**src/hdl/io_overlay_pkg.sv**
```systemverilog
////////////////////
// IO overlay package
// Pin map, pad bundle types and JTAG tie-off values
////////////////////

`default_nettype none

package io_overlay_pkg;

  ////////////////////
  // Pad counts
  ////////////////////

  parameter int NumMio = 20;
  parameter int NumDio = 6;

  // Shared SPI pins within the dedicated vector
  parameter int DioSck = 0;
  parameter int DioCsb = 1;
  parameter int DioSdi = 2;
  parameter int DioSdo = 3;

  // Muxed pins with a fixed role on this target
  parameter int MioTrigger = 15;
  parameter int MioJtagEn  = 16;
  parameter int MioTrst    = 18;
  parameter int MioSrst    = 19;

  ////////////////////
  // Types
  ////////////////////

  // One bit per pad, dedicated pads on top
  typedef struct packed {
    logic [NumDio-1:0] dio;
    logic [NumMio-1:0] mio;
  } pad_bus_t;

  // Request side of the TAP
  typedef struct packed {
    logic tck;
    logic tms;
    logic trst_n;
    logic srst_n;
    logic tdi;
  } jtag_req_t;

  // Shared pins, LSB is DioSck
  typedef struct packed {
    logic sdo;
    logic sdi;
    logic csb;
    logic sck;
  } spi_pins_t;

  typedef struct packed {
    logic tdo;
    logic tdi;
    logic tms;
    logic tck;
  } jtag_pins_t;

  // Same four pins, SPI or JTAG view
  typedef union packed {
    spi_pins_t  spi;
    jtag_pins_t jtag;
  } shared_pins_u;

  ////////////////////
  // Tie-off values
  ////////////////////

  // Core view of taken-over pins, CSB stays deasserted
  parameter pad_bus_t JtagTieOff = '{dio: NumDio'(1 << DioCsb), mio: NumMio'(0)};

  // TAP held in reset, system reset released
  parameter jtag_req_t JtagInactive = '{tck: 1'b0, tms: 1'b0, trst_n: 1'b0,
                                        srst_n: 1'b1, tdi: 1'b0};

endpackage : io_overlay_pkg

`default_nettype wire

```
**src/hdl/pad_in_sync.sv**
```systemverilog
////////////////////
// Pad input synchronizer
// Flop chain on every pad input bit
////////////////////

`timescale 1ns/1ps
`default_nettype none

module pad_in_sync #(
  // Chain depth, at least 1
  parameter int SyncStages = 2
) (
  // Clock and reset
  input  logic                     clk_main_i,
  input  logic                     arst_n_i,
  // Raw pin levels
  input  io_overlay_pkg::pad_bus_t pad_i,
  // Levels in the core clock domain
  output io_overlay_pkg::pad_bus_t pad_sync_o
);

  ////////////////////
  // Flop chain
  ////////////////////

  // Stage 0 samples the pins
  io_overlay_pkg::pad_bus_t [SyncStages-1:0] sync_q;

  always_ff @(posedge clk_main_i or negedge arst_n_i) begin
    if (!arst_n_i) begin
      sync_q <= '0;
    end else begin
      // First stage may go metastable
      sync_q[0] <= pad_i;
      // Remaining stages let it settle
      for (int i = 1; i < SyncStages; i++) begin
        sync_q[i] <= sync_q[i-1];
      end
    end
  end

  // Last stage only
  assign pad_sync_o = sync_q[SyncStages-1];

endmodule : pad_in_sync

`default_nettype wire

```
**src/hdl/jtag_overlay.sv**
```systemverilog
////////////////////
// JTAG overlay stage
// Strap hands the shared SPI pins and reset pins to the TAP
////////////////////

`timescale 1ns/1ps
`default_nettype none

module jtag_overlay (
  // Clock and reset
  input  logic                      clk_main_i,
  input  logic                      arst_n_i,
  // Synchronized pad levels
  input  io_overlay_pkg::pad_bus_t  pad_sync_i,
  // Core drive and enable
  input  io_overlay_pkg::pad_bus_t  core_out_i,
  input  io_overlay_pkg::pad_bus_t  core_oe_i,
  // TAP data out
  input  logic                      jtag_tdo_i,
  // Core side
  output io_overlay_pkg::pad_bus_t  core_in_o,
  output io_overlay_pkg::jtag_req_t jtag_o,
  // Pad side, before trigger gating
  output io_overlay_pkg::pad_bus_t  pad_out_o,
  output io_overlay_pkg::pad_bus_t  pad_oe_o
);

  ////////////////////
  // Pin masks
  ////////////////////

  // Pins the TAP drives into the chip
  localparam io_overlay_pkg::pad_bus_t InMask = '{
    dio: io_overlay_pkg::NumDio'((1 << io_overlay_pkg::DioSck) |
                                 (1 << io_overlay_pkg::DioCsb) |
                                 (1 << io_overlay_pkg::DioSdi)),
    mio: io_overlay_pkg::NumMio'((1 << io_overlay_pkg::MioTrst) |
                                 (1 << io_overlay_pkg::MioSrst))
  };

  // All six taken-over pins, TDO included
  localparam io_overlay_pkg::pad_bus_t TakenMask = '{
    dio: InMask.dio | io_overlay_pkg::NumDio'(1 << io_overlay_pkg::DioSdo),
    mio: InMask.mio
  };

  logic                         jtag_en;
  io_overlay_pkg::shared_pins_u shared;
  io_overlay_pkg::pad_bus_t     core_in_d, core_in_q;
  io_overlay_pkg::pad_bus_t     pad_out_d, pad_out_q;
  io_overlay_pkg::pad_bus_t     pad_oe_d, pad_oe_q;
  io_overlay_pkg::jtag_req_t    jtag_d, jtag_q;

  // Strap level, already synchronized
  assign jtag_en = pad_sync_i.mio[io_overlay_pkg::MioJtagEn];

  // Fill the SPI view, read back as JTAG
  always_comb begin
    shared.spi.sck = pad_sync_i.dio[io_overlay_pkg::DioSck];
    shared.spi.csb = pad_sync_i.dio[io_overlay_pkg::DioCsb];
    shared.spi.sdi = pad_sync_i.dio[io_overlay_pkg::DioSdi];
    shared.spi.sdo = pad_sync_i.dio[io_overlay_pkg::DioSdo];
  end

  ////////////////////
  // Overlay mux
  ////////////////////

  always_comb begin
    // Default is plain pass-through
    core_in_d = pad_sync_i;
    pad_out_d = core_out_i;
    pad_oe_d  = core_oe_i;
    jtag_d    = io_overlay_pkg::JtagInactive;
    if (jtag_en) begin
      jtag_d.tck    = shared.jtag.tck;
      jtag_d.tms    = shared.jtag.tms;
      jtag_d.tdi    = shared.jtag.tdi;
      jtag_d.trst_n = pad_sync_i.mio[io_overlay_pkg::MioTrst];
      jtag_d.srst_n = pad_sync_i.mio[io_overlay_pkg::MioSrst];
      // Core sees tie-offs on taken pins
      core_in_d = (pad_sync_i & ~TakenMask) | (io_overlay_pkg::JtagTieOff & TakenMask);
      // TAP inputs never driven
      pad_oe_d  = core_oe_i & ~InMask;
      // TDO owns the SDO pad
      pad_out_d.dio[io_overlay_pkg::DioSdo] = jtag_tdo_i;
      pad_oe_d.dio[io_overlay_pkg::DioSdo]  = 1'b1;
    end
  end

  ////////////////////
  // Output register
  ////////////////////

  always_ff @(posedge clk_main_i or negedge arst_n_i) begin
    if (!arst_n_i) begin
      core_in_q <= '0;
      jtag_q    <= io_overlay_pkg::JtagInactive;
      pad_out_q <= '0;
      pad_oe_q  <= '0;
    end else begin
      core_in_q <= core_in_d;
      jtag_q    <= jtag_d;
      pad_out_q <= pad_out_d;
      pad_oe_q  <= pad_oe_d;
    end
  end

  assign core_in_o = core_in_q;
  assign jtag_o    = jtag_q;
  assign pad_out_o = pad_out_q;
  assign pad_oe_o  = pad_oe_q;

endmodule : jtag_overlay

`default_nettype wire

```
**src/hdl/trigger_gate.sv**
```systemverilog
////////////////////
// Capture trigger gate
// Trigger pin only toggles while crypto is busy
////////////////////

`timescale 1ns/1ps
`default_nettype none

module trigger_gate (
  // Clock and reset
  input  logic                     clk_main_i,
  input  logic                     arst_n_i,
  // Pre-gate pad drive
  input  io_overlay_pkg::pad_bus_t pad_out_i,
  input  io_overlay_pkg::pad_bus_t pad_oe_i,
  // Crypto block activity
  input  logic                     crypto_busy_i,
  // To the pads
  output io_overlay_pkg::pad_bus_t pad_out_o,
  output io_overlay_pkg::pad_bus_t pad_oe_o
);

  logic                     busy_q;
  io_overlay_pkg::pad_bus_t pad_out_d, pad_out_q;
  io_overlay_pkg::pad_bus_t pad_oe_q;

  // Software trigger masked by busy, rest untouched
  always_comb begin
    pad_out_d = pad_out_i;
    pad_out_d.mio[io_overlay_pkg::MioTrigger] =
        pad_out_i.mio[io_overlay_pkg::MioTrigger] & busy_q;
  end

  ////////////////////
  // Registers
  ////////////////////

  // Busy delayed to match the overlay stage
  always_ff @(posedge clk_main_i or negedge arst_n_i) begin
    if (!arst_n_i) begin
      busy_q    <= 1'b0;
      pad_out_q <= '0;
      pad_oe_q  <= '0;
    end else begin
      busy_q    <= crypto_busy_i;
      pad_out_q <= pad_out_d;
      pad_oe_q  <= pad_oe_i;
    end
  end

  assign pad_out_o = pad_out_q;
  assign pad_oe_o  = pad_oe_q;

endmodule : trigger_gate

`default_nettype wire

```
**src/hdl/io_overlay_top.sv**
```systemverilog
////////////////////
// IO overlay top
// Synchronizer, JTAG overlay and trigger gate in a row
////////////////////

`timescale 1ns/1ps
`default_nettype none

module io_overlay_top #(
  // Depth of the input synchronizer
  parameter int SyncStages = 2
) (
  // Clock and reset
  input  logic                      clk_main_i,
  input  logic                      arst_n_i,
  // Pad side
  input  io_overlay_pkg::pad_bus_t  pad_in_i,
  output io_overlay_pkg::pad_bus_t  pad_out_o,
  output io_overlay_pkg::pad_bus_t  pad_oe_o,
  // Core side
  input  io_overlay_pkg::pad_bus_t  core_out_i,
  input  io_overlay_pkg::pad_bus_t  core_oe_i,
  output io_overlay_pkg::pad_bus_t  core_in_o,
  // TAP
  output io_overlay_pkg::jtag_req_t jtag_o,
  input  logic                      jtag_tdo_i,
  // Crypto block busy, for capture
  input  logic                      crypto_busy_i
);

  // Between the stages
  io_overlay_pkg::pad_bus_t pad_sync;
  io_overlay_pkg::pad_bus_t pad_out_pre;
  io_overlay_pkg::pad_bus_t pad_oe_pre;

  ////////////////////
  // Input sync
  ////////////////////

  pad_in_sync #(
    .SyncStages ( SyncStages )
  ) i_pad_in_sync (
    .clk_main_i ( clk_main_i ),
    .arst_n_i   ( arst_n_i   ),
    .pad_i      ( pad_in_i   ),
    .pad_sync_o ( pad_sync   )
  );

  ////////////////////
  // JTAG overlay
  ////////////////////

  jtag_overlay i_jtag_overlay (
    .clk_main_i ( clk_main_i  ),
    .arst_n_i   ( arst_n_i    ),
    .pad_sync_i ( pad_sync    ),
    .core_out_i ( core_out_i  ),
    .core_oe_i  ( core_oe_i   ),
    .jtag_tdo_i ( jtag_tdo_i  ),
    .core_in_o  ( core_in_o   ),
    .jtag_o     ( jtag_o      ),
    .pad_out_o  ( pad_out_pre ),
    .pad_oe_o   ( pad_oe_pre  )
  );

  ////////////////////
  // Capture trigger
  ////////////////////

  trigger_gate i_trigger_gate (
    .clk_main_i    ( clk_main_i    ),
    .arst_n_i      ( arst_n_i      ),
    .pad_out_i     ( pad_out_pre   ),
    .pad_oe_i      ( pad_oe_pre    ),
    .crypto_busy_i ( crypto_busy_i ),
    .pad_out_o     ( pad_out_o     ),
    .pad_oe_o      ( pad_oe_o      )
  );

endmodule : io_overlay_top

`default_nettype wire

```
**config.mk**
```make
export PLATFORM = sky130hd
export DESIGN_NAME = io_overlay_top
export DESIGN_NICKNAME = d
export VERILOG_FILES = /design/src/hdl/io_overlay_pkg.sv /design/src/hdl/pad_in_sync.sv /design/src/hdl/jtag_overlay.sv /design/src/hdl/trigger_gate.sv /design/src/hdl/io_overlay_top.sv
export SDC_FILE = /design/constraint.sdc
export NUM_CORES = 1
export LEC_CHECK = 0
export ABC_AREA = 1
export BUFFER_PORTS_ARGS = -buffer_cell sky130_fd_sc_hd__buf_2
export CORE_AREA = 5 5 111 113
export CTS_CLUSTER_DIAMETER = 60
export DETAILED_ROUTE_END_ITERATION = 12
export DIE_AREA = 0 0 116 118
export PLACE_DENSITY = 0.79
export SLEW_MARGIN = 20
export SYNTH_ARGS = -nofsm -noshare
export SYNTH_HDL_FRONTEND = slang
export SYNTH_SLANG_ARGS = --single-unit
```
**constraint.sdc**
```tcl
create_clock -name clk_main_i -period 2.6 [get_ports clk_main_i]
set_input_delay 0.52 -clock clk_main_i [delete_from_list [all_inputs] [get_ports clk_main_i]]
set_output_delay 0.52 -clock clk_main_i [all_outputs]
set_load 0.01 [all_outputs]
```
==> impl_metrics.tcl <==
set metrics [dict create \
    grt_pass1_vias 2627 \
    ios 165 \
    worst_slew_margin_rel 0.610 \
    ant_nets 0 \
    ys_ff_latch 188 \
    cp-end-kind "primary output" \
    post-place-ws_ns 1.34 \
    track_usage 0.133 \
    timing.clock.skew_ns 0.00964 \
    power_mw 5.66 \
    coreArea_um2 11200 \
    die_area_um2 13700 \
    cts-htree-levels 4 \
    synth_top_cell_area_share 0.960 \
    crit_type "reg -> out" \
    clkSinkCount 188 \
    viasPerCell 4.11 \
    hp-class "in -> async" \
    numCtsBuffers 17 \
    arrival_ns 1.05 \
    drive_gt1_frac 0.466 \
    top_layer "met4" \
    async_reset_ff_frac 1.00 \
    initial_core_util 0.434 \
    synth_common_cells "187 x dfrtp_1, 16 x inv_1, 10 x nor2_1" \
    hold_viol_final 0 \
    hold_ws_ns 0.0839 \
    post_cts_resize_count 0 \
    critPathBufInv 1 \
    postSynthAreaPerCell_um2 21.5 \
    setup_ws_ns 1.03 \
    synth_cell_types 8 \
    worst_pin_slew_ns 0.585 \
    vias 2327 \
    synth_edf_count 0 \
    gp_congestion 0.711 \
    synthFlopType "dfrtp_1" \
    clock_latency_ns 0.42 \
    grt_max_degree 69 \
    rsz0062_at_grt "no" \
    yosysWarnings 0 \
    wl_met2_um 4120 \
    cts_root_buffer "clkbuf_16" \
    peakVddDrop_v 0.000506 \
    synthToLayoutAreaGrowth_pct 32.1 \
    wl_met1_um 3220 \
    post_cts_buffers 0 \
    netlist_area_um2 4880 \
    status "finished clean" \
    num-nets-final 493 \
    clkTransAtPathRegs_ns 0.06 \
    grt_antenna_before_repair 0 \
    die_w_um 116 \
    p_per_area_nw_per_um2 879 \
    wl_per_cell_um 14.8 \
    required_ns 2.08 \
    synth.largest_area_cell "dfrtp_1" \
    die_y_um 118 \
    grt_pass1_wl_um 13500 \
    cts_tree "yes" \
    num_rows 39 \
    diodes 0 \
    io_buffers 164 \
    postCtsHoldBufs 0 \
    clk_path_buf_depth 2 \
    drt-initial-drc-count 186 \
    fmax_mhz 638 \
    ys_seq_area_frac 0.965 \
    fin_setup_tns_ns 0 \
    synth.most_common_cell "dfrtp_1" \
    slew_viol_final 0 \
    detail_route.wirelength_um 8380 \
    cpPeakStageDelay_ns 0.52 \
    crit_chain "buf_2" \
    final.min_clock_period_ns 1.57 \
    crit_family "flip-flops" \
    total_leakage_power_nw 3.29 \
    dr_wl_met3_um 882 \
    final_util 0.574 \
    maxCapViolations 0 \
    drc_errors 0 \
    drt_first_pass_iters 4 \
    syn-instance-count 227 \
    dp_hpwl_um 5850 \
    synth.net_count 309 \
    fin_crit_sh 0.603 \
    critPathSlowestCell "dfstp_2" \
    crit_fanout 1 \
    start_kind "register" \
    synth.area.top_cells "dfrtp_1 96%, inv_1 1.2%, nor2_1 0.77%" \
    finalSetupViolCount 0 \
    grt-ovfl-total 0 \
]
## cell type report
type                    instances  area [um^2]
clock inverters                12          101
well taps                     143          179
fillers                       889         4780
multi-input cells              21         83.8
flip-flops and latches        188         4710
clock buffers                  19          433
repair buffers                167          877
inverters                      16         60.1
## state kept, by name, indices dropped and copies added, names as in the netlist
name,count
i_jtag_overlay.core_in_o,26
i_jtag_overlay.pad_oe_o,26
i_jtag_overlay.pad_out_o,26
i_pad_in_sync.pad_sync_o,26
i_pad_in_sync.sync_q,26
i_trigger_gate.pad_oe_o,26
i_trigger_gate.pad_out_o,26
i_jtag_overlay.jtag_o,5
i_trigger_gate.busy_q,1
## cell families (layout without fill, tap and decap cells)
logic type,Yosys count,in the layout,synth area share
buf+inv,18,214,0.0177
flops,188,188,0.965
simple gates,21,21,0.0172
## power breakdown
group | leakage, nW | internal (mW) | total, mW | switching, mW
logic | 0.825 | 0.100 | 0.244 | 0.144
clock network | 0.250 | 1.30 | 2.30 | 0.997
registers | 2.21 | 3.07 | 3.12 | 0.0424
total | 3.29 | 4.48 | 5.66 | 1.18
## per-stage QoR
| step | instance area (um^2) | std cells |
|---|---|---|
| 6_report | 6440 | 566 |
| 5_1_grt | 6440 | 566 |
| 4_1_cts | 6440 | 566 |
| 3_5_place_dp | 5910 | 535 |
| 3_3_place_gp | 5910 | 535 |
| 2_1_floorplan | 4880 | 227 |
## cells in the final DEF (no fill, tap or decap)
master and n:
clkbuf_16 17, buf_12 2, buf_4 1, clkbuf_8 1, nor2_1 10, inv_1 16, clkinv_2 5, or2_1 2
nand2_1 9, dfrtp_1 187, dfstp_2 1, buf_2 163, bufinv_16 1, clkbuf_1 2, clkinv_4 1, clkinvlp_4 5
## per-layer routing
metal,up-vias,global-route usage
met5,-,0
met4,0,0.0624
met3,11,0.0658
met2,106,0.197
met1,1165,0.163
li1,1045,-
## final timing paths
check                                                            start                                      to  slack (ns)  cells past startpoint
worst max-delay path                i_jtag_overlay.jtag_o[1]$_DFF_PN1_                               jtag_o[1]        1.03                      1
worst min-delay path                                          arst_n_i   i_trigger_gate.pad_out_o[2]$_DFF_PN0_        0.08                      1
worst max register to register  i_pad_in_sync.pad_sync_o[16]$_DFF_PN0_  i_jtag_overlay.core_in_o[21]$_DFF_PN0_        1.57                      1
worst min register to register   i_jtag_overlay.pad_oe_o[14]$_DFF_PN0_   i_trigger_gate.pad_oe_o[14]$_DFF_PN0_        0.35                      0
max in group asynchronous                                     arst_n_i      i_jtag_overlay.jtag_o[1]$_DFF_PN1_        1.79                      2
min in group clk_main_i                                 core_out_i[10]  i_jtag_overlay.pad_out_o[10]$_DFF_PN0_        0.21                      1
Power figures use the tool's default switching activity.
